**config.mk**
```make
export PLATFORM = sky130hd
export DESIGN_NAME = cart_header
export DESIGN_NICKNAME = d
export VERILOG_FILES = /design/src/gb_cart_pkg.sv /design/src/cart_header.sv
export SDC_FILE = /design/constraint.sdc
export NUM_CORES = 1
export LEC_CHECK = 0
export ABC_AREA = 0
export BUFFER_PORTS_ARGS = -buffer_cell sky130_fd_sc_hd__clkbuf_2
export CAP_MARGIN = 20
export CORE_MARGIN = 2
export CORE_UTILIZATION = 44
export DETAILED_ROUTE_END_ITERATION = 7
export GPL_ROUTABILITY_DRIVEN = 0
export PLACE_DENSITY = 0.79
export SYNTH_ARGS = -nofsm -noshare
export SYNTH_HDL_FRONTEND = slang
export SYNTH_SLANG_ARGS = --single-unit
```
**constraint.sdc**
```tcl
create_clock -name clk_sys -period 1.9 [get_ports clk_sys]
set_input_delay 0.38 -clock clk_sys [delete_from_list [all_inputs] [get_ports clk_sys]]
set_output_delay 0.38 -clock clk_sys [all_outputs]
set_load 0.01 [all_outputs]
```
**src/gb_cart_pkg.sv**
```systemverilog
/*
 * shared cartridge definitions
 *  - bus, bank and address vector types
 *  - mbc kind enum
 *  - header field byte offsets within the rom image
 */

package gb_cart_pkg;

	// ------------------------------------------------
	// vector types
	// ------------------------------------------------
	typedef logic [15:0] cart_addr_t;  // cpu address on the cart bus
	typedef logic [7:0]  cart_data_t;  // cpu / download / header byte
	typedef logic [8:0]  rom_bank_t;   // rom bank number or mask, 512 banks
	typedef logic [3:0]  ram_bank_t;   // ram bank number or mask, 16 banks
	typedef logic [22:0] rom_addr_t;   // byte address, up to 8 MB of rom
	typedef logic [16:0] cram_addr_t;  // byte address, 128 KB of cart ram

	// mapper family decoded from the header type byte
	typedef enum logic [2:0] {
		mbc_none,  // plain 32 KB rom
		mbc_1,
		mbc_2,     // 512 x 4 bit internal ram
		mbc_3,     // rtc mode reads back as 00
		mbc_5
	} mbc_kind_t;

	// ------------------------------------------------
	// header offsets
	// ------------------------------------------------
	localparam rom_addr_t hdr_mbc_type = 23'h000147;  // cartridge type
	localparam rom_addr_t hdr_rom_size = 23'h000148;  // rom size code
	localparam rom_addr_t hdr_ram_size = 23'h000149;  // ram size code

endpackage

```
**src/cart_header.sv**
```systemverilog
/*
 * cartridge header capture
 *  - latches type, rom size and ram size bytes during download
 *  - decodes mbc kind, rom bank mask and ram bank mask
 */

`timescale 1ns/1ps

module cart_header (
	input  logic                   clk_sys,
	input  logic                   reset,
	input  logic                   dl_active,  // image download in progress
	input  logic                   dl_wr,      // one byte strobe
	input  gb_cart_pkg::rom_addr_t dl_addr,
	input  gb_cart_pkg::cart_data_t dl_data,
	output gb_cart_pkg::mbc_kind_t mbc_kind,
	output gb_cart_pkg::rom_bank_t rom_mask,
	output gb_cart_pkg::ram_bank_t ram_mask
);

	gb_cart_pkg::cart_data_t cart_mbc_type;  // raw header bytes
	gb_cart_pkg::cart_data_t cart_rom_size;
	gb_cart_pkg::cart_data_t cart_ram_size;

	// ------------------------------------------------
	// header byte capture
	// ------------------------------------------------
	always_ff @(posedge clk_sys) begin
		if (reset) begin
			cart_mbc_type <= 8'h00;  // no mbc
			cart_rom_size <= 8'h00;  // 32 KB
			cart_ram_size <= 8'h00;  // no ram
		end else if (dl_active && dl_wr) begin
			case (dl_addr)
				gb_cart_pkg::hdr_mbc_type: cart_mbc_type <= dl_data;
				gb_cart_pkg::hdr_rom_size: cart_rom_size <= dl_data;
				gb_cart_pkg::hdr_ram_size: cart_ram_size <= dl_data;
				default: ;  // rest of the image is not ours
			endcase
		end
	end

	// ------------------------------------------------
	// decode
	// ------------------------------------------------
	always_comb begin
		case (cart_mbc_type) inside
			[8'h01:8'h03]: mbc_kind = gb_cart_pkg::mbc_1;  // rom, +ram, +battery
			[8'h05:8'h06]: mbc_kind = gb_cart_pkg::mbc_2;
			[8'h0F:8'h13]: mbc_kind = gb_cart_pkg::mbc_3;  // with and without timer
			[8'h19:8'h1E]: mbc_kind = gb_cart_pkg::mbc_5;  // incl. rumble variants
			default:       mbc_kind = gb_cart_pkg::mbc_none;
		endcase
	end

	// code n means 2^(n+1) banks of 16 KB
	always_comb begin
		if (cart_rom_size <= 8'd8)
			rom_mask = gb_cart_pkg::rom_bank_t'((10'd2 << cart_rom_size[3:0]) - 10'd1);
		else
			rom_mask = 9'h07F;  // odd sizes 0x52-0x54 mirror as 128 banks
	end

	always_comb begin
		case (cart_ram_size)
			8'h00, 8'h01, 8'h02: ram_mask = 4'h0;  // none, 2 KB or 8 KB, one bank
			8'h03:               ram_mask = 4'h3;  // 32 KB, 4 banks
			default:             ram_mask = 4'hF;  // 128 KB, 16 banks
		endcase
	end

endmodule

```
==> out/summary.txt <==
core area -> 0.00300 mm2
crit-path leading delay family -> simple AND/OR/NAND/NOR gates
Max VDD drop -> 0.396 mV
first-pass GRT wire length -> 4980 um
later-pin clock latency in the skew report -> 0.30 ns
most repeated cell in the gate-level netlist after synthesis -> nand2b_1
starting utilization of the core area -> 45.8%
category of the most critical setup path -> reg -> out
drt wl/cell -> 12.1 um
failing checks -> setup timing
Finish-stage setup viols -> 2
count of flip-flops with a built-in enable after synthesis -> 0
remaining design rule violation count -> 0
total die area -> 0.00359 mm2
Seq/Total Area, Yosys -> 34.9%
Avg Vias per Cell -> 5.05
timing endpoint of the critical path -> rom_mask[7]
least setup slack across all paths after layout -> -0.296 ns
top fanout value on the critical path -> 3
initial antenna violation count -> 0
largest net degree at the start of global routing -> 33
post-synthesis instance area -> 0.00138 mm2
Clk Tree Root Cell -> clkbuf_4
clk sinks -> 24
Max stage delay cell, worst path -> dfxtp_2
Period minus WS final -> 2.20 ns
Reg clk slew, reported paths -> 0.12 ns
count of input and output buffers -> 49
hold crit path type -> in -> reg
arrival time at the worst endpoint -> 1.82 ns
final layout net count -> 248
length in cells of the worst reg-to-reg path -> 3
launching element of the worst setup path -> cart_rom_size[1]$_SDFFE_PP0P_
power density normalized to cell area -> 440 mW/mm2
async set-reset flop share out of synthesis -> 0%
number of standard cells after synthesis -> 153
final number of hold-violating endpoints -> 0
Switching Share -> 21.2%
total number of yosys warnings -> 0
register bit total from synthesis -> 24
leakage power figure -> 0.898 nW
FF-to-FF setup slack -> 1.11 ns
Critical R2R Launch -> cart_rom_size[2]$_SDFFE_PP0P_
ANT nets after route -> 0
total of hold buffers inserted after clock tree synthesis -> 0
H-tree depth -> 1
setup total negative slack -> -0.535 ns
critical path required time -> 1.52 ns
number of antenna cells inserted -> 0
Die Height -> 59.9 um
combined buffer and inverter count along the critical path -> 1
switching power total -> 0.166 mW
DRC violation total after the first TritonRoute iteration -> 28
count of pins on the block boundary -> 51
Primary FF master, synth -> dfxtp_1
area after detailed placement -> 0.00171 mm2
power share of the sequential group -> 64.0%
result of the run -> finished with violations
aggregate global routing overflow -> 0
critical path endpoint category -> output pin
max-slew violation total from the final report -> 0
growth of design area from synthesis to finish -> 29.4%
Max-cap violations -> 0
peak clock frequency supported by timing -> 455 MHz
most common library cells after synthesis -> 35 x nand2b_1, 24 x dfxtp_1, 24 x mux2i_1
cell depth of the worst setup path -> 7
CTS buffer count -> 3
total track usage -> 17.8%
Clock Power Share -> 26.9%
overall via count from detail_route -> 1227
biggest area consumer among synthesized cells -> dfxtp_1
final instance area -> 0.00178 mm2
Die Wd -> 59.9 um
largest clock skew in the final design -> 0 ns
total routed wirelength -> 2950 um
# rows -> 20
Worst R2R End -> cart_rom_size[2]$_SDFFE_PP0P_
Max clock buf depth -> 2
post-synth net total -> 189
CP Cell Sequence -> nor3_4, nand2_1, ha_2, or3_1, a21oi_2, o21a_1, clkbuf_2
RSZ-0062 raised after global routing -> yes
number of distinct library cells after synthesis -> 32
share of Yosys cell area claimed by the top area cell type -> 34.9%
post-synthesis area per instance -> 9.00 um2
share of power burned in combinational logic -> 9.1%
period utilisation layout -> 116%
total power consumption of the routed design -> 0.783 mW
number of global-route vias before repair -> 1191
layout cells sized above 1 -> 39.0%
cell types with the largest area share after synthesis -> dfxtp_1 35%, mux2i_1 17%, nand2b_1 16%, nand2_1 3.0%, nor4_1 1.8%
number of iterations in the first detailed-routing pass -> 2
minimum setup slack after placement -> 0.0186 ns
Worst Setup Start Kind -> flip-flop
delay of the slowest cell on the worst path -> 0.37 ns
internal power summed over all cells -> 0.617 mW
TritonCTS clock tree -> yes
Detailed Place HPWL -> 2340 um
[power groups by stage]
stage               clock, mW  combinational [mW]  sequential (mW)
finish                  0.211              0.0712            0.501
global route            0.243              0.0801            0.502
CTS                     0.222              0.0719            0.502
detailed placement          0              0.0719            0.514
global placement            0              0.0710            0.514
floorplan                   0              0.0313            0.514
[worst min-delay path: cells and delay by family]
kind / cells / cell delay, ns
and+or+nand+nor: 1 / 0.10
buffers and inverters: 1 / 0.08
muxes: 1 / 0.08
[sequential cells by signal, indices dropped and copies added (netlist names)]
signal,cells
cart_rom_size,8
cart_mbc_type,8
cart_ram_size,8
[per-stage QoR]
stage | util (%) | cells | hold slack (ns)
finish | 59.3 | 243 | 0.362
floorplan | - | 153 | 0.447
detailed placement | 57.0 | 238 | 0.466
global route | 59.3 | 243 | 0.380
CTS | 58.8 | 243 | 0.357
global placement | 57.0 | 238 | 0.463
[logic make-up (layout without fill, tap and decap cells)]
family	count (synthesis)	count (layout)	synth area share [%]
multiplexers	24	24	17.5
other	1	1	0.272
buffers and inverters	11	68	4.91
adder cells (fa/ha/maj)	1	1	0.909
AO/OA/AOI/OAI	14	14	6.27
XOR/XNOR	1	1	0.636
flip-flops	24	24	34.9
AND/OR/NAND/NOR	77	77	34.6
[metal layers]
metal	track usage, %	share of wire, %	up-vias
met3	2.81	3.0	8
met2	31.4	50	26
met4	8.25	2.5	0
li1	-	-	649
met5	0	0	-
met1	20.9	44	544
[worst min path at each step]
stage | from | to | slack (ns) | cells past startpoint
CTS | dl_data[1] | cart_rom_size[1]$_SDFFE_PP0P_ | 0.36 | 3
detailed placement | cart_mbc_type[6]$_SDFFE_PP0P_ | cart_mbc_type[6]$_SDFFE_PP0P_ | 0.47 | 2
global placement | cart_ram_size[6]$_SDFFE_PP0P_ | cart_ram_size[6]$_SDFFE_PP0P_ | 0.46 | 2
floorplan | cart_mbc_type[7]$_SDFFE_PP0P_ | cart_mbc_type[7]$_SDFFE_PP0P_ | 0.45 | 2
global route | dl_data[6] | cart_rom_size[6]$_SDFFE_PP0P_ | 0.38 | 3
finish | dl_data[1] | cart_rom_size[1]$_SDFFE_PP0P_ | 0.36 | 3
[area by class of cell]
type / instances / area [um2]
fillers: 277 / 1220
repair buffers: 64 / 358
well taps: 33 / 41.3
inverters: 1 / 3.75
clock buffers: 3 / 22.5
flip-flops and latches: 24 / 489
multi-input cells: 118 / 866
[layout by cell type (no fill, tap or decap), types with 2 or more instances in the layout]
| cell type | n |
|---|---|
| or3_1 | 4 |
| clkbuf_4 | 3 |
| nor4_2 | 2 |
| nand4b_1 | 2 |
| buf_4 | 15 |
| nor3b_1 | 2 |
| nand2_1 | 11 |
| clkbuf_2 | 48 |
| nor3_4 | 2 |
| nor3_1 | 2 |
| mux2i_1 | 24 |
| dfxtp_2 | 4 |
| nor4_1 | 3 |
| o21ai_0 | 4 |
| dfxtp_1 | 19 |
| nand2b_1 | 35 |
| nor2_1 | 3 |
| and3_1 | 3 |
| a21oi_1 | 2 |
| nand3_1 | 3 |
[timing repair]
item                       4_1_cts  5_1_grt
resized for setup                7        6
pin swaps                        2        3
setup endpoints to repair        7        8
setup buffers                    2        0
cloned                           0        0
No activity file was read; power rests on OpenSTA's default activity.
