===== src/gb_cart_pkg.sv =====
/*
 * shared cartridge definitions
 *  - bus, bank and address vector types
 *  - mbc kind enum
 *  - header field byte offsets within the rom image
 */

package gb_cart_pkg;

	// ------------------------------------------------
	// vector types
	// ------------------------------------------------
	typedef logic [15:0] cart_addr_t;  // cpu address on the cart bus
	typedef logic [7:0]  cart_data_t;  // cpu / download / header byte
	typedef logic [8:0]  rom_bank_t;   // rom bank number or mask, 512 banks
	typedef logic [3:0]  ram_bank_t;   // ram bank number or mask, 16 banks
	typedef logic [22:0] rom_addr_t;   // byte address, up to 8 MB of rom
	typedef logic [16:0] cram_addr_t;  // byte address, 128 KB of cart ram

	// mapper family decoded from the header type byte
	typedef enum logic [2:0] {
		mbc_none,  // plain 32 KB rom
		mbc_1,
		mbc_2,     // 512 x 4 bit internal ram
		mbc_3,     // rtc mode reads back as 00
		mbc_5
	} mbc_kind_t;

	// ------------------------------------------------
	// header offsets
	// ------------------------------------------------
	localparam rom_addr_t hdr_mbc_type = 23'h000147;  // cartridge type
	localparam rom_addr_t hdr_rom_size = 23'h000148;  // rom size code
	localparam rom_addr_t hdr_ram_size = 23'h000149;  // ram size code

endpackage


===== src/bank_mapper.sv =====
/*
 * address translation
 *  - cpu rom reads to a 23 bit rom byte address
 *  - cpu cart ram accesses to a 17 bit ram byte address
 */

`timescale 1ns/1ps

module bank_mapper (
	input  gb_cart_pkg::cart_addr_t  cart_addr,
	input  gb_cart_pkg::mbc_kind_t   mbc_kind,
	input  gb_cart_pkg::rom_bank_t   rom_mask,
	input  gb_cart_pkg::ram_bank_t   ram_mask,
	input  gb_cart_pkg::rom_bank_t   rom_bank_reg,
	input  gb_cart_pkg::ram_bank_t   ram_bank_reg,
	input  logic                     mbc1_mode,
	output gb_cart_pkg::rom_addr_t   rom_addr_next,
	output gb_cart_pkg::cram_addr_t  cram_addr
);

	gb_cart_pkg::rom_bank_t rom_bank;  // masked bank for 4000-7FFF
	gb_cart_pkg::ram_bank_t ram_bank;  // masked bank for A000-BFFF

	// ------------------------------------------------
	// rom bank select
	// ------------------------------------------------
	always_comb begin
		case (mbc_kind)
			// ram bank bits act as rom bits 6:5 in mode 0
			gb_cart_pkg::mbc_1: rom_bank = {2'b00, (mbc1_mode ? 2'b00 : ram_bank_reg[1:0]),
				rom_bank_reg[4:0]} & rom_mask;
			gb_cart_pkg::mbc_5: rom_bank = rom_bank_reg & rom_mask;  // full 9 bits
			default:            rom_bank = {2'b00, rom_bank_reg[6:0]} & rom_mask;
		endcase
	end

	always_comb begin
		if (mbc_kind == gb_cart_pkg::mbc_none)
			rom_addr_next = {8'd0, cart_addr[14:0]};          // flat 32 KB
		else if (!cart_addr[14])
			rom_addr_next = {9'd0, cart_addr[13:0]};          // fixed bank 0
		else
			rom_addr_next = {rom_bank, cart_addr[13:0]};      // switchable bank
	end

	// ------------------------------------------------
	// ram bank select
	// ------------------------------------------------
	always_comb begin
		case (mbc_kind)
			gb_cart_pkg::mbc_1: ram_bank = (mbc1_mode ? ram_bank_reg : 4'd0) & ram_mask;
			gb_cart_pkg::mbc_3,
			gb_cart_pkg::mbc_5: ram_bank = ram_bank_reg & ram_mask;
			default:            ram_bank = 4'd0;  // mbc2 and plain carts unbanked
		endcase
	end

	assign cram_addr = {ram_bank, cart_addr[12:0]};  // 8 KB window per bank

endmodule


===== config.mk =====
export PLATFORM = sky130hd
export DESIGN_NAME = bank_mapper
export DESIGN_NICKNAME = d
export VERILOG_FILES = /design/src/gb_cart_pkg.sv /design/src/bank_mapper.sv
export SDC_FILE = /design/constraint.sdc
export NUM_CORES = 1
export LEC_CHECK = 0
export BUFFER_PORTS_ARGS = -buffer_cell sky130_fd_sc_hd__buf_2
export CAP_MARGIN = 0
export CORE_MARGIN = 4
export CORE_UTILIZATION = 23
export DETAILED_ROUTE_END_ITERATION = 8
export PLACE_DENSITY = 0.83
export SLEW_MARGIN = 5
export SYNTH_ARGS = -nofsm -noshare
export SYNTH_HDL_FRONTEND = slang
export SYNTH_SLANG_ARGS = --single-unit

===== constraint.sdc =====
create_clock -name vclk -period 1
set_input_delay 0.1 -clock vclk [all_inputs]
set_output_delay 0.1 -clock vclk [all_outputs]
set_load 0.05 [all_outputs]

==> reports/results.txt, run 1 <==
outcome - finished with violations
failing checks - negative setup slack
Seq/Total Area, Yosys - 0
final hold violations - 0
gr ovfl total - 0
CP endpoint - cram_addr[15]
layout cell share with drive strength beyond 1 - 0.831
clock buffers - 0
Final Cell Area - 644 µm²
Slowest cell on crit path - or3b_4
Antenna diodes - 0
Bufs and invs on worst path - 2
largest net degree at the start of global routing - 6
unrepaired setup endpoints after global routing - true
pre-CTS setup slack - -283 ps
synth top area cells - buf_4 (56%), and3_1 (17%), nor2b_1 (5.2%), a21oi_1 (4.1%), o21ai_0 (4.1%)
WHS - 200 ps
Worst setup SP type - primary input
Die H - 47.7 µm
I/O Buffers - 44
Seq pwr share - 0
Routed Antenna Nets - 0
Critical Path Stages - 5
Final Critical Period - 1130 ps
Die W - 47.7 µm
slowest stage delay, CP - 400 ps
full die area - 0.00228 mm²
Post-Synthesis Cells - 56
row count - 14
GRT Total Usage - 0.101
Cell Area, Placed - 445 µm²
Hold Path Class - in -> out
post-synth top area share - 0.559
Initial Util - 0.241
switching share of total power - 0.518
Yosys warning count - 0
detail-routed net length per standard cell - 13.6 µm
drt via density - 4.76
DRC - 0
total number of vias - 443
Tot Pwr - 277 µW
Critical Path RT - 900 ps
max-cap violation count - 0
Largest delay share family, worst path - simple AND/OR/NAND/NOR gates
Post-CTS Setup Repair Bufs - 0
GP Congestion - 0.654
Final Non-Filler Cells - 93
CP Capture Type - primary output
count leader, synth - buf_4
mapped cell area - 363 µm²
vias in the first global route - 445
DRT Pass-1 Iters - 1
sequential cell area - 0 µm²
Final TNS setup - -658 ps
Switch Pwr - 144 µW
Leakage - 0.324 nW
crit-path cells - buf_6 > or3b_4 > o21ai_4 > and3_4 > buf_8
Pins Over Slew Limit - 0
Gate power share - 1.000
seq_cells - 0
Worst Path Arrival - 1030 ps
worst slew pin tran - 216 ps
crit path from - mbc_kind[0]
first-pass GRT wire length - 1.76 mm
Routed WL - 1.27 mm
library cells used by synthesis - 11
Initial DRC Count - 0
Clock power frac - 0
core footprint - 0.00151 mm²
syn_nets - 102
hpwl dp - 1.01 mm
Int Power - 134 µW
fin nets - 125
highest achievable clock rate - 884 MHz
total power density per cell area - 430 mW/mm²
io pins - 86
critical path class - in -> out
DP Cell Count - 93
fin util - 0.428
Final Cycle Share - 1.13
Worst Path Max Fanout - 4
largest area contributor in the netlist - buf_4
number of antenna violations at the first check in global routing - 0
Slew HR - 0.855
syn avg cell area - 6.48 µm²
Setup WS post-layout - -131 ps
area delta synth->final - 77.6%
top post-synthesis cells by count - buf_4 (27), and3_1 (10)
final setup violation count - 9
Peak VDD IR - 133 µV
-- worst min path at each step --
| stage | start | endpoint | cells past startpoint |
|---|---|---|---|
| finish | cart_addr[10] | cram_addr[10] | 0 |
| CTS | cart_addr[13] | rom_addr_next[13] | 0 |
| global route | cart_addr[4] | rom_addr_next[4] | 0 |
| floorplan | cart_addr[14] | rom_addr_next[19] | 2 |
| detailed placement | cart_addr[13] | rom_addr_next[13] | 0 |
| global placement | cart_addr[13] | rom_addr_next[13] | 0 |
-- power groups by stage --
stage	sequential (mW)	clock [mW]	combinational, mW
6_report	0	0	0.277
5_1_grt	0	0	0.293
4_1_cts	0	0	0.262
3_5_place_dp	0	0	0.202
3_3_place_gp	0	0	0.197
2_1_floorplan	0	0	0.394
-- cells by family (layout without fill, tap and decap cells) --
kind of cell / count (synthesis) / in the layout / share of synthesized area
AND/OR/NAND/NOR: 22 / 22 / 0.345
buffers and inverters: 27 / 48 / 0.559
AO/OA/AOI/OAI: 7 / 7 / 0.0965
-- cells in the final DEF, fill, tap and decap left out --
cell,netlist,final
buf_6,0,10
buf_8,0,6
o21ai_1,1,1
nand3_2,0,1
nor2b_2,0,2
nand3_1,2,1
and3_4,0,6
o21ai_0,3,2
nor2_4,0,1
nor2b_1,3,1
buf_2,0,28
and3_1,10,4
o21ai_4,0,1
buf_4,27,4
nand2_1,3,3
or3b_4,0,1
a21oi_1,3,1
a21oi_2,0,2
nor3_4,0,2
-- cell type report --
cell class	count	area, µm²
fill	148	862
multi-input combinational	29	251
tap	16	20.0
timing repair buffer	48	373
-- per-layer routing --
metal	global-route usage	vias up	part of all wire	wire (µm)
li1	-	207	-	-
met1	0.0817	206	0.28	354
met2	0.232	27	0.61	770
met3	0.0188	3	0.11	136
met4	0.0215	0	0.0063	8
met5	0	-	0	0
-- repair_timing --
item                                   CTS  global route
hold buffers                             0             0
pin swaps                               11             8
gates resized for setup                 46             9
setup endpoints to repair               13            13
endpoints found under the hold margin    0             0
Power figures use the tool's default switching activity.
==> run 2, diff against run 1 <==
Settings changed: ABC_AREA set to 1, CORE_UTILIZATION 23 to 26, PLACE_DENSITY 0.83 to 0.86.
==> reports/results.txt, run 2 <==
post-synth top area share - 0.491 (was 0.559)
Initial DRC Count - 0 (unchanged)
critical path class - in -> out (unchanged)
crit-path cells - buf_2 > nor2_1 > nand2_2 > a21oi_1 > buf_4 (was buf_6 > or3b_4 > o21ai_4 > and3_4 > buf_8)
CP endpoint - cram_addr[16] (was cram_addr[15])
Worst setup SP type - primary input (unchanged)
clock buffers - 0 (unchanged)
largest area contributor in the netlist - buf_4 (unchanged)
largest net degree at the start of global routing - 7 (was 6)
slowest stage delay, CP - 210 ps (was 400 ps)
DRC - 0 (unchanged)
Die H - 47.9 µm (was 47.7 µm)
core footprint - 0.00151 mm² (unchanged)
final setup violation count - 0 (was 9)
total number of vias - 469 (was 443)
GP Congestion - 0.645 (was 0.654)
detail-routed net length per standard cell - 10.5 µm (was 13.6 µm)
Final Critical Period - 967 ps (was 1130 ps)
Hold Path Class - in -> out (unchanged)
final hold violations - 0 (unchanged)
Worst Path Max Fanout - 6 (was 4)
syn avg cell area - 5.51 µm² (was 6.48 µm²)
Antenna diodes - 0 (unchanged)
fin nets - 142 (was 125)
highest achievable clock rate - 1030 MHz (was 884 MHz)
area delta synth->final - 33.3% (was 77.6%)
seq_cells - 0 (unchanged)
Die W - 47.9 µm (was 47.7 µm)
Final TNS setup - 0 ps (was -658 ps)
Slowest cell on crit path - buf_4 (was or3b_4)
leading cell type in the layout, fill and taps excluded - buf_2 (unchanged)
Post-CTS Setup Repair Bufs - 0 (unchanged)
GRT Total Usage - 0.0834 (was 0.101)
Seq/Total Area, Yosys - 0 (unchanged)
Peak VDD IR - 219 µV (was 133 µV)
count leader, synth - buf_4 (unchanged)
hold_buf cts - 0 (unchanged)
full die area - 0.00229 mm² (was 0.00228 mm²)
Slew HR - 0.835 (was 0.855)
mapped cell area - 413 µm² (was 363 µm²)
CP Capture Type - primary output (unchanged)
library cells used by synthesis - 10 (was 11)
Worst Path Arrival - 870 ps (was 1030 ps)
outcome - finished, final reports clean (was finished with violations)
gr ovfl total - 0 (unchanged)
Critical Path RT - 900 ps (about the same)
first-pass GRT wire length - 1.45 mm (was 1.76 mm)
drt via density - 4.26 (was 4.76)
Yosys warning count - 0 (unchanged)
syn_nets - 121 (was 102)
Tot Pwr - 254 µW (was 277 µW)
number of antenna violations at the first check in global routing - 0 (unchanged)
sequential cell area - 0 µm² (unchanged)
I/O Buffers - 44 (unchanged)
worst slew pin tran - 250 ps (was 216 ps)
Post-Synthesis Cells - 75 (was 56)
top post-synthesis cells by count - buf_4 (27), nand2_1 (19), nor2_1 (10) (was buf_4 (27), and3_1 (10))
synth top area cells - buf_4 (49%), nand2_1 (17%), nor2_1 (9.1%), a21oi_1 (6.1%), nand3_1 (6.1%) (was buf_4 (56%), and3_1 (17%), nor2b_1 (5.2%), a21oi_1 (4.1%), o21ai_0 (4.1%))
crit path from - mbc_kind[0] (unchanged)
io pins - 86 (unchanged)
most frequent cells in the layout - buf_2 (30), nand2_1 (17), buf_4 (10), nor2_2 (6), nand3_1 (5) (was buf_2 (28), buf_6 (10), and3_4 (6), buf_8 (6))
unrepaired setup endpoints after global routing - true (unchanged)
total power density per cell area - 461 mW/mm² (was 430 mW/mm²)
max-cap violation count - 0 (unchanged)
Initial Util - 0.274 (was 0.241)
Pins Over Slew Limit - 0 (unchanged)
layout cell share with drive strength beyond 1 - 0.660 (was 0.831)
row count - 14 (unchanged)
Routed Antenna Nets - 0 (unchanged)
Final Cycle Share - 0.967 (was 1.13)
DRT Pass-1 Iters - 1 (unchanged)
Routed WL - 1.16 mm (was 1.27 mm)
hpwl dp - 1.02 mm (was 1.01 mm)
Leakage - 0.315 nW (was 0.324 nW)
vias in the first global route - 370 (was 445)
run 2: metrics by stage:
step	worst slack [ps]	utilization	area (µm²)	std cells	hold WS, ps
CTS	1.36	0.336	507	110	201
global route	-23.5	0.365	551	110	200
finish	32.7	0.365	551	110	200
detailed placement	-35.5	0.321	484	110	201
global placement	-15.8	0.321	484	110	201
floorplan	-203	-	432	75	363
run 2: metal layers:
metal	routed length, µm	vias to the layer above	part of all wire	global-route usage
met5	0	-	0	0
met4	6	0	0.0052	0.0108
met3	152	3	0.13	0
met2	638	27	0.55	0.193
met1	361	196	0.31	0.0783
li1	-	243	-	-
run 2: cell families after synthesis:
family	share of synthesized area
and+or+nand+nor	0.352
AOI/OAI and AO/OA	0.103
buffers and inverters	0.545
run 2: layout make-up:
class                           instances  area (µm²)
Fill cell                             173         956
Inverter                                6        22.5
Multi-Input combinational cell         42         219
Tap cell                               16        20.0
Timing Repair Buffer                   46         289
run 2: worst min-delay path by stage:
stage,slack (ps),start,cells after the start,to
2_1_floorplan,360,rom_mask[1],2,rom_addr_next[15]
3_3_place_gp,200,cart_addr[12],0,cram_addr[12]
3_5_place_dp,200,cart_addr[12],0,cram_addr[12]
4_1_cts,200,cart_addr[12],0,cram_addr[12]
5_1_grt,200,cart_addr[13],0,rom_addr_next[13]
6_report,200,cart_addr[9],0,cram_addr[9]
run 2: where the power goes:
part	internal [mW]	total, mW	switching [mW]
registers	0	0	0
logic	0.105	0.254	0.148
clock network	0	0	0
run 2: timing repair:
action	in CTS	in global routing
pin swaps	0	6
gates resized for setup	9	16
endpoints found under the setup margin	9	13
run 2: critical path, delay by kind of cell:
kind	cells	cell delay, ps
AND/OR/NAND/NOR	2	250
buffers and inverters	2	340
AO/OA/AOI/OAI	1	170
