===== src/gb_cart_pkg.sv =====
/*
 * shared cartridge definitions
 *  - bus, bank and address vector types
 *  - mbc kind enum
 *  - header field byte offsets within the rom image
 */

package gb_cart_pkg;

	// ------------------------------------------------
	// vector types
	// ------------------------------------------------
	typedef logic [15:0] cart_addr_t;  // cpu address on the cart bus
	typedef logic [7:0]  cart_data_t;  // cpu / download / header byte
	typedef logic [8:0]  rom_bank_t;   // rom bank number or mask, 512 banks
	typedef logic [3:0]  ram_bank_t;   // ram bank number or mask, 16 banks
	typedef logic [22:0] rom_addr_t;   // byte address, up to 8 MB of rom
	typedef logic [16:0] cram_addr_t;  // byte address, 128 KB of cart ram

	// mapper family decoded from the header type byte
	typedef enum logic [2:0] {
		mbc_none,  // plain 32 KB rom
		mbc_1,
		mbc_2,     // 512 x 4 bit internal ram
		mbc_3,     // rtc mode reads back as 00
		mbc_5
	} mbc_kind_t;

	// ------------------------------------------------
	// header offsets
	// ------------------------------------------------
	localparam rom_addr_t hdr_mbc_type = 23'h000147;  // cartridge type
	localparam rom_addr_t hdr_rom_size = 23'h000148;  // rom size code
	localparam rom_addr_t hdr_ram_size = 23'h000149;  // ram size code

endpackage


===== src/mbc_regs.sv =====
/*
 * mbc control registers
 *  - ram enable, rom bank, ram bank / rtc select, mbc1 mode
 *  - written by cpu stores to 0000-7FFF
 */

`timescale 1ns/1ps

module mbc_regs (
	input  logic                    clk_sys,
	input  logic                    reset,
	input  logic                    dl_active,     // holds registers at reset values
	input  logic                    reg_wr,        // store into 0000-7FFF
	input  gb_cart_pkg::cart_addr_t cart_addr,
	input  gb_cart_pkg::cart_data_t cart_di,
	input  gb_cart_pkg::mbc_kind_t  mbc_kind,
	output gb_cart_pkg::rom_bank_t  rom_bank_reg,
	output gb_cart_pkg::ram_bank_t  ram_bank_reg,
	output logic                    mbc1_mode,     // 1 = 4/32 mode
	output logic                    rtc_mode,      // mbc3 rtc register mapped
	output logic                    ram_enable
);

	logic is_mbc1;
	logic is_mbc3;
	logic is_mbc5;

	assign is_mbc1 = (mbc_kind == gb_cart_pkg::mbc_1);
	assign is_mbc3 = (mbc_kind == gb_cart_pkg::mbc_3);
	assign is_mbc5 = (mbc_kind == gb_cart_pkg::mbc_5);

	// ------------------------------------------------
	// register writes, region from address bits 14:13
	// ------------------------------------------------
	always_ff @(posedge clk_sys) begin
		if (reset || dl_active) begin
			rom_bank_reg <= 9'd1;  // bank 1 visible at 4000
			ram_bank_reg <= 4'd0;
			mbc1_mode    <= 1'b0;
			rtc_mode     <= 1'b0;
			ram_enable   <= 1'b0;
		end else if (reg_wr) begin
			case (cart_addr[14:13])
				// 0000-1FFF ram enable, magic value A in low nibble
				2'b00: ram_enable <= (cart_di[3:0] == 4'hA);
				// 2000-3FFF rom bank
				2'b01: begin
					if (is_mbc5) begin
						if (cart_addr[12])
							rom_bank_reg[8] <= cart_di[0];    // 3xxx high bit
						else
							rom_bank_reg[7:0] <= cart_di;     // 2xxx low byte
					end else if (cart_di[6:0] == 7'd0) begin
						rom_bank_reg <= 9'd1;                 // bank 0 maps to 1
					end else begin
						rom_bank_reg <= {2'b00, cart_di[6:0]};
					end
				end
				// 4000-5FFF ram bank, or rtc select on mbc3
				2'b10: begin
					if (is_mbc3) begin
						if (cart_di[3]) begin
							rtc_mode <= 1'b1;
						end else begin
							rtc_mode     <= 1'b0;
							ram_bank_reg <= {2'b00, cart_di[1:0]};
						end
					end else if (is_mbc5) begin
						ram_bank_reg <= cart_di[3:0];         // 16 banks
					end else begin
						ram_bank_reg <= {2'b00, cart_di[1:0]};
					end
				end
				// 6000-7FFF banking mode, mbc1 only
				default: if (is_mbc1) mbc1_mode <= cart_di[0];
			endcase
		end
	end

endmodule


===== config.mk =====
export PLATFORM = sky130hd
export DESIGN_NAME = mbc_regs
export DESIGN_NICKNAME = d
export VERILOG_FILES = /design/src/gb_cart_pkg.sv /design/src/mbc_regs.sv
export SDC_FILE = /design/constraint.sdc
export NUM_CORES = 1
export LEC_CHECK = 0
export ABC_AREA = 1
export ABC_CLOCK_PERIOD_IN_PS = 800
export BUFFER_PORTS_ARGS = -buffer_cell sky130_fd_sc_hd__buf_2
export CORE_UTILIZATION = 44
export CTS_BUF_LIST = sky130_fd_sc_hd__clkbuf_8
export DETAILED_ROUTE_END_ITERATION = 10
export PLACE_DENSITY = 0.81
export SYNTH_ARGS = -nofsm -noshare
export SYNTH_HDL_FRONTEND = slang
export SYNTH_SLANG_ARGS = --single-unit

===== constraint.sdc =====
create_clock -name clk_sys -period 0.8 [get_ports clk_sys]
set_input_delay 0.12 -clock clk_sys [delete_from_list [all_inputs] [get_ports clk_sys]]
set_output_delay 0.12 -clock clk_sys [all_outputs]
set_load 0.05 [all_outputs]

==> results.sh, run 1 <==
export IMPL_leakagePower_nw=0.576
export IMPL_endpoint_kind="output pin"
export IMPL_holdBufCountCts=0
export IMPL_syn_area_sq_um=807
export IMPL_slew_viol_final=0
export IMPL_cts_buffers=3
export IMPL_rsz0062_at_grt="true"
export IMPL_htreeDepth=1
export IMPL_setup_violations=16
export IMPL_gp_congestion=0.786
export IMPL_routedWlPerCell_um=11.0
export IMPL_nets=190
export IMPL_fin_crit_sh_pct=108
export IMPL_min_path_type="in2reg"
export IMPL_cp_start_kind="register"
export IMPL_skew_ns=0
export IMPL_fin_ws_ns=-0.0619
export IMPL_cp_top_family="flip-flops"
export IMPL_io_pins=47
export IMPL_slowest_delay_ns=0.35
export IMPL_portBuffers=33
export IMPL_slew_headroom_pct=83.2
export IMPL_num_antenna_cells=0
export IMPL_initial_core_util_pct=46.7
export IMPL_fin_crit_ns=0.862
export IMPL_vias=878
export IMPL_crit_required_ns=0.68
export IMPL_drtIter0Drc=17
export IMPL_fin_cells=183
export IMPL_peakVddDrop_v=0.00131
export IMPL_die_w_um=44.8
export IMPL_max_freq_mhz=1160
export IMPL_yosys_warnings=0
export IMPL_ys_ff_latch=16
export IMPL_antenna_found_initial=0
export IMPL_rrSetupSlack_ns=0.05
export IMPL_ys_seq_area_share_pct=39.7
export IMPL_worst_pin_slew_ns=0.252
export IMPL_syn_inst=114
export IMPL_cp_arrival_ns=0.74
export IMPL_synth_top_area_share_pct=39.7
export IMPL_cts_tree="done"
export IMPL_rows=15
export IMPL_place_inst=174
export IMPL_path_clk_slew_ns=0.06
export IMPL_cp_cell_sequence="buf_8"
export IMPL_tns_ns=-0.810
export IMPL_drv_cap=0
export IMPL_drc=0
export IMPL_dp_hpwl_um=1400
export IMPL_die_area_sq_um=2010
export IMPL_cts_sinks=16
export IMPL_cts_buffer_depth=2
export IMPL_die_h_um=44.8
export IMPL_fillCellCount=142
export IMPL_crit_path_max_fanout=2
export IMPL_largest_register_ffs=9
export IMPL_first_pass_iters=6
export IMPL_vias_per_cell=4.80
export IMPL_synth_area_leaders="dfxtp_1, nor2_1, nand2_1"
export IMPL_grt_overflow=0
export IMPL_synth_area_leader_cell="dfxtp_1"
export IMPL_syn_to_final_growth_pct=58.6
export IMPL_drive_above_1_share_pct=46.8
export IMPL_p_per_area_nw_per_um2=1440
export IMPL_status="complete, but fails checks"
export IMPL_grt_max_degree=10
export IMPL_wl_um=2010
export IMPL_syn_area_per_cell_sq_um=7.08
export IMPL_hold_viol_final=0
export IMPL_track_usage_pct=22.9
export IMPL_root_buffer="clkbuf_8"
export IMPL_netlist_cell_type_count=19
export IMPL_critPathKind="reg2out"
export IMPL_first_global_vias=811
export IMPL_slowest_stage="dfxtp_2"
export IMPL_syn_nets=145
export IMPL_core_area_sq_um=1730
export IMPL_holdWs_ns=0.130
export IMPL_ant_nets=0
export IMPL_path_buf_inv=1
export IMPL_grt_first_pass_wirelength_um=3240
export IMPL_worstSkewPairLatency_ns=0.25
export IMPL_failed_checks="negative setup slack"
cell families after synthesis:
group                  Yosys count  share of synthesized area (%)
and+or+nand+nor                 71                           42.8
AOI/OAI and AO/OA               13                           10.1
DFF                             16                           39.7
buffers and inverters           14                           7.44
timing repair:
action / in CTS / in global routing
gates resized for setup: 37 / 9
setup endpoints to repair: 16 / 17
buffers inserted: 4 / 1
cloned: 0 / 0
placed cells by master (no fill, tap or decap), drive strengths merged:
cell type,netlist,routed
nor2,39,39
nand4,2,2
o21ai,5,5
inv,12,12
nor2b,1,1
nand3,8,8
buf,0,40
a21oi,3,3
clkinv,2,2
clkbuf,0,4
dfxtp,16,16
o21bai,5,5
nand2,21,21
final cells by class:
cell class / instances / area (sq um) / area share, %
multi-input cells: 84 / 427 / 33.3
clock buffers: 4 / 55.1 / 4.30
flip-flops and latches: 16 / 340 / 26.6
inverters: 14 / 60.1 / 4.69
repair buffers: 40 / 367 / 28.6
well taps: 25 / 31.3 / 2.44
synth_stat cells:
cell / count
clkinv_2: 2
nand4_1: 2
nand2_1: 18
nand2_8: 1
inv_6: 1
a21oi_1: 2
nand2_2: 2
o21ai_0: 5
dfxtp_1: 16
o21bai_1: 5
inv_1: 11
nor2_1: 35
nand3_4: 1
nand3_2: 1
nor2b_2: 1
nor2_2: 2
a21oi_2: 1
nor2_4: 2
nand3_1: 6
worst paths after layout:
kind / start / to / cells after the start
worst min register to register: rom_bank_reg[0]$_SDFFE_PP1P_ / rom_bank_reg[0]$_SDFFE_PP1P_ / 2
worst max register to register: rom_bank_reg[4]$_SDFFE_PP0P_ / rom_bank_reg[4]$_SDFFE_PP0P_ / 3
worst max-delay path: rom_bank_reg[6]$_SDFFE_PP0P_ / rom_bank_reg[6] / 1
worst min-delay path: cart_di[5] / rom_bank_reg[5]$_SDFFE_PP0P_ / 3
stage by stage:
stage / power, W / utilization (%) / area, sq um / worst slack (ns)
after floorplan: 0.00101 / - / 827 / 0.0648
after global placement: 0.00111 / 60.1 / 1040 / -0.111
after detailed placement: 0.00112 / 60.1 / 1040 / -0.147
after CTS: 0.00185 / 72.0 / 1240 / -0.0692
after global routing: 0.00193 / 74.1 / 1280 / -0.0915
final: 0.00184 / 74.1 / 1280 / -0.0619
report_power, final:
part | total [W] | switching (W) | internal [W]
clock network | 0.000700 | 0.000263 | 0.000436
logic | 0.000319 | 0.000191 | 0.000128
registers | 0.000825 | 0.0000113 | 0.000814
worst register-to-register path, cell delays in order, from the launching register on:
cell and delay, ns:
dfxtp_2 0.33, buf_4 0.13, nor2_1 0.12, nor2_1 0.07
per-layer routing:
layer / vias up / global-route usage (%) / share of wire [%]
li1: 446 / - / -
met1: 395 / 23.2 / 39
met2: 31 / 42.9 / 54
met3: 6 / 8.80 / 3.8
met4: 0 / 7.27 / 3.2
met5: - / 0 / 0
Note: power is estimated with default switching activity, not from simulation.
==> run 2, diff against run 1 <==
Settings changed: MAX_ROUTING_LAYER set to met4.
==> run 2 against run 1 <==
  * The flow still finishes with violations (negative setup slack)
  * Non-clock buffer count unchanged
  * Clock skew unchanged
  * Setup slack improved by 0.0021 ns
  * Combinational power about the same
  * Sequential share of layout area unchanged
  * Critical path type unchanged
==> results.sh, run 2 (synthesized netlist as in run 1, its figures left out) <==
export IMPL_status="complete, but fails checks"
export IMPL_failed_checks="negative setup slack"
export IMPL_vias_per_cell=4.77
export IMPL_die_h_um=44.8
export IMPL_ant_nets=0
export IMPL_track_usage_pct=23.7
export IMPL_rsz0062_at_grt="true"
export IMPL_largest_register_ffs=9
export IMPL_first_pass_iters=4
export IMPL_first_global_vias=808
export IMPL_path_clk_slew_ns=0.06
export IMPL_wl_um=2000
export IMPL_worst_pin_slew_ns=0.255
export IMPL_dp_hpwl_um=1400
export IMPL_io_pins=47
export IMPL_drv_cap=0
export IMPL_grt_overflow=0
export IMPL_antenna_found_initial=0
export IMPL_syn_to_final_growth_pct=58.6
export IMPL_vias=873
export IMPL_initial_core_util_pct=46.7
export IMPL_cp_top_family="flip-flops"
export IMPL_drc=0
export IMPL_num_antenna_cells=0
export IMPL_slew_headroom_pct=83.0
export IMPL_final_common_cell="nor2_1"
export IMPL_cp_cell_sequence="buf_8"
export IMPL_grt_first_pass_wirelength_um=3240
export IMPL_fin_crit_sh_pct=107
export IMPL_endpoint_kind="output pin"
export IMPL_peakVddDrop_v=0.00131
export IMPL_setup_violations=16
export IMPL_max_freq_mhz=1160
export IMPL_die_area_sq_um=2010
export IMPL_skew_ns=0
export IMPL_holdWs_ns=0.131
export IMPL_core_area_sq_um=1730
export IMPL_p_per_area_nw_per_um2=1440
export IMPL_die_w_um=44.8
export IMPL_path_buf_inv=1
export IMPL_drive_above_1_share_pct=46.8
export IMPL_crit_required_ns=0.68
export IMPL_crit_path_max_fanout=2
export IMPL_layout_common_cells="nor2_1, nand2_1, buf_2"
export IMPL_routedWlPerCell_um=10.9
export IMPL_cp_start_kind="register"
export IMPL_htreeDepth=1
export IMPL_grt_max_degree=10
export IMPL_place_inst=174
export IMPL_rows=15
export IMPL_drtIter0Drc=12
export IMPL_slew_viol_final=0
export IMPL_nets=190
export IMPL_fin_crit_ns=0.860
export IMPL_min_path_type="in2reg"
export IMPL_cts_buffers=3
export IMPL_cp_arrival_ns=0.74
export IMPL_hold_viol_final=0
export IMPL_slowest_delay_ns=0.35
export IMPL_fin_cells=183
export IMPL_worstSkewPairLatency_ns=0.25
export IMPL_critPathKind="reg2out"
export IMPL_cts_buffer_depth=2
export IMPL_cts_tree="done"
export IMPL_gp_congestion=0.797
export IMPL_fin_ws_ns=-0.0598
export IMPL_slowest_stage="dfxtp_2"
export IMPL_root_buffer="clkbuf_8"
export IMPL_portBuffers=33
export IMPL_leakagePower_nw=0.576
export IMPL_cts_sinks=16
## run 2: metal layers
| metal | global-route usage, % | routed length [um] | share of wire, % |
|---|---|---|---|
| met5 | - | 0 | 0 |
| met4 | 7.27 | 50 | 2.5 |
| met3 | 8.80 | 83 | 4.1 |
| met2 | 42.9 | 1080 | 54 |
| met1 | 23.4 | 789 | 39 |
## run 2: layout make-up
cell class / instances / area [sq um]
Sequential cell: 16 / 340
Fill cell: 142 / 447
Clock buffer: 4 / 55.1
Timing Repair Buffer: 40 / 367
Tap cell: 25 / 31.3
Inverter: 14 / 60.1
Multi-Input combinational cell: 84 / 427
## run 2: where the power goes
group | internal (W) | total [W] | switching (W)
combinational | 0.000128 | 0.000319 | 0.000191
sequential | 0.000814 | 0.000825 | 0.0000112
clock | 0.000436 | 0.000703 | 0.000267
total | 0.00138 | 0.00185 | 0.000469
## run 2: path summary, 6_finish.rpt
kind,startpoint,to,cells after the start,slack (ns)
worst max register to register,rom_bank_reg[4]$_SDFFE_PP0P_,rom_bank_reg[4]$_SDFFE_PP0P_,3,0.03
worst max-delay path,rom_bank_reg[1]$_SDFFE_PP0P_,rom_bank_reg[1],1,-0.06
worst min-delay path,cart_di[5],rom_bank_reg[5]$_SDFFE_PP0P_,3,0.13
worst min register to register,rom_bank_reg[0]$_SDFFE_PP1P_,rom_bank_reg[0]$_SDFFE_PP1P_,2,0.47
## run 2: worst reg2reg max path, stage by stage, from the launching register on
cell and delay (ns):
dfxtp_2 0.33, buf_4 0.13, nor2_1 0.13, nor2_1 0.07
## run 2: repair_timing
item	CTS	global route
gates resized for setup	37	9
endpoints found under the setup margin	16	17
hold buffers	0	0
setup buffers	4	1
endpoints found under the hold margin	0	0
## run 2: stage by stage
step | setup slack, ns | util [%] | area, sq um | TNS, ns | power [W]
2_1_floorplan | 0.0648 | - | 827 | 0 | 0.00101
3_3_place_gp | -0.111 | 60.1 | 1040 | -1.27 | 0.00111
3_5_place_dp | -0.147 | 60.1 | 1040 | -1.65 | 0.00112
4_1_cts | -0.0692 | 72.0 | 1240 | -0.924 | 0.00185
5_1_grt | -0.0915 | 74.1 | 1280 | -1.24 | 0.00193
6_report | -0.0598 | 74.1 | 1280 | -0.824 | 0.00185
==> run 3, diff against run 2 <==
Settings changed: RECOVER_POWER set to 25.
==> run 3 against run 2 <==
  * The flow still finishes with violations (negative setup slack)
  * Final cell count is the same
  * First-iteration DRC count up 25%
  * Global-route usage is the same
  * Non-clock buffer count is the same
  * Combinational power fell by 3%
  * Sequential share of layout area up 0.48 points
  * Total power is 0.49% lower
  * Worst hold slack improved by 0.00099 ns
  * Critical path depth unchanged
  * Routed wire length increased by 1.1%
  * Design area fell by 1.8%
  * Critical path type unchanged
  * Largest power group unchanged
==> results.sh, run 3 (synthesized netlist as in run 1, its figures left out) <==
export IMPL_cts_buffers=3
export IMPL_portBuffers=33
export IMPL_clkPwrFrac_pct=38.3
export IMPL_first_pass_iters=5
export IMPL_hold_viol_final=0
export IMPL_max_freq_mhz=1160
export IMPL_cts_tree="done"
export IMPL_endpoint_kind="output pin"
export IMPL_min_path_cells=3
export IMPL_p_int_w=0.00137
export IMPL_initial_core_util_pct=46.7
export IMPL_vias_per_cell=4.75
export IMPL_drv_cap=0
export IMPL_rows=15
export IMPL_vias=870
export IMPL_drive_above_1_share_pct=46.2
export IMPL_worstSkewPairLatency_ns=0.25
export IMPL_die_h_um=44.8
export IMPL_routedWlPerCell_um=11.1
export IMPL_ant_nets=0
export IMPL_antenna_found_initial=0
export IMPL_slowest_delay_ns=0.35
export IMPL_cp_start_kind="register"
export IMPL_cp_arrival_ns=0.75
export IMPL_path_buf_inv=1
export IMPL_worst_pin_slew_ns=0.252
export IMPL_drc=0
export IMPL_setup_violations=17
export IMPL_leakagePower_nw=0.570
export IMPL_holdBufCountCts=0
export IMPL_dp_hpwl_um=1400
export IMPL_path_clk_slew_ns=0.06
export IMPL_power_switching_w=0.000464
export IMPL_crit_path_max_fanout=2
export IMPL_pre_cts_ws_ns=-0.147
export IMPL_status="complete, but fails checks"
export IMPL_crit_required_ns=0.68
export IMPL_cp_top_family="flip-flops"
export IMPL_worstRegToRegCells=3
export IMPL_die_w_um=44.8
export IMPL_grt_overflow=0
export IMPL_final_common_cell="nor2_1"
export IMPL_fin_ws_ns=-0.0653
export IMPL_slew_headroom_pct=83.2
export IMPL_fin_crit_sh_pct=108
export IMPL_cp_cell_sequence="buf_8"
export IMPL_num_antenna_cells=0
export IMPL_comb_power_share_pct=16.8
export IMPL_crit_cells=1
export IMPL_min_path_type="in2reg"
export IMPL_syn_to_final_growth_pct=55.8
export IMPL_slowest_stage="dfxtp_2"
export IMPL_io_pins=47
export IMPL_peakVddDrop_v=0.00131
export IMPL_die_area_sq_um=2010
export IMPL_skew_ns=0
export IMPL_core_area_sq_um=1730
export IMPL_nets=190
export IMPL_largest_register_ffs=9
export IMPL_htreeDepth=1
export IMPL_failed_checks="negative setup slack"
export IMPL_power_w=0.00184
export IMPL_layout_common_cells="nor2_1, nand2_1, buf_2, dfxtp_2, buf_8"
export IMPL_gp_congestion=0.797
export IMPL_slew_viol_final=0
export IMPL_grt_max_degree=10
export IMPL_p_per_area_nw_per_um2=1460
export IMPL_rsz0062_at_grt="true"
export IMPL_track_usage_pct=23.7
export IMPL_cts_buffer_depth=2
export IMPL_fin_crit_ns=0.865
export IMPL_first_global_vias=808
export IMPL_seqPwrFrac_pct=44.9
export IMPL_root_buffer="clkbuf_8"
export IMPL_swShare_pct=25.3
export IMPL_cts_sinks=16
export IMPL_fillCellCount=145
export IMPL_wl_um=2030
export IMPL_grt_first_pass_wirelength_um=3240
export IMPL_drtIter0Drc=15
export IMPL_critPathKind="reg2out"
run 3: cell types whose count changed in the layout (fill, tap and decap cells not counted):
cell and change:
nand2_8 -1, clkbuf_1 +1, nand3_4 -1, buf_2 -1
nand3_2 +1, nand2_2 +1
run 3: power groups by stage:
stage          Clock, W  Sequential, W  Combinational, W
2_1_floorplan         0       0.000887          0.000122
3_3_place_gp          0       0.000837          0.000277
3_5_place_dp          0       0.000838          0.000281
4_1_cts        0.000719       0.000823          0.000309
5_1_grt        0.000760       0.000826          0.000338
6_report       0.000704       0.000825          0.000309
run 3: per-stage QoR:
| step | hold WS, ns | utilization, % | cell area (sq um) | instances | setup TNS (ns) |
|---|---|---|---|---|---|
| floorplan | 0.270 | - | 827 | 114 | 0 |
| global placement | 0.391 | 60.1 | 1040 | 174 | -1.27 |
| detailed placement | 0.383 | 60.1 | 1040 | 174 | -1.65 |
| CTS | 0.126 | 72.0 | 1240 | 182 | -0.924 |
| global route | 0.161 | 72.8 | 1260 | 183 | -1.42 |
| finish | 0.132 | 72.8 | 1260 | 183 | -0.877 |
run 3: repair_timing:
action / CTS / global route
setup buffers: 4 / 1
endpoints found under the setup margin: 16 / 17
resized for setup: 37 / 9
run 3: worst paths after layout:
path                                      from                           end  slack (ns)
setup / recovery  rom_bank_reg[6]$_SDFFE_PP0P_               rom_bank_reg[6]       -0.07
hold / removal                      cart_di[5]  rom_bank_reg[5]$_SDFFE_PP0P_        0.13
setup reg to reg  rom_bank_reg[4]$_SDFFE_PP0P_  rom_bank_reg[4]$_SDFFE_PP0P_        0.04
hold reg to reg   rom_bank_reg[0]$_SDFFE_PP1P_  rom_bank_reg[0]$_SDFFE_PP1P_        0.47
run 3: area by class of cell:
class                   count  area (sq um)  share of cell area (%)
clock buffers               4          55.1                    4.38
inverters                  14          60.1                    4.78
multi-input cells          84           405                    32.2
flip-flops and latches     16           340                    27.1
well taps                  25          31.3                    2.49
repair buffers             40           365                    29.1
run 3: metal layers:
layer  part of all wire [%]  up-vias  GRT usage (%)
met2                     54       31           42.9
li1                       -      441              -
met3                    3.8        4           8.80
met5                      0        -              -
met4                    1.9        0           7.27
met1                     40      394           23.4
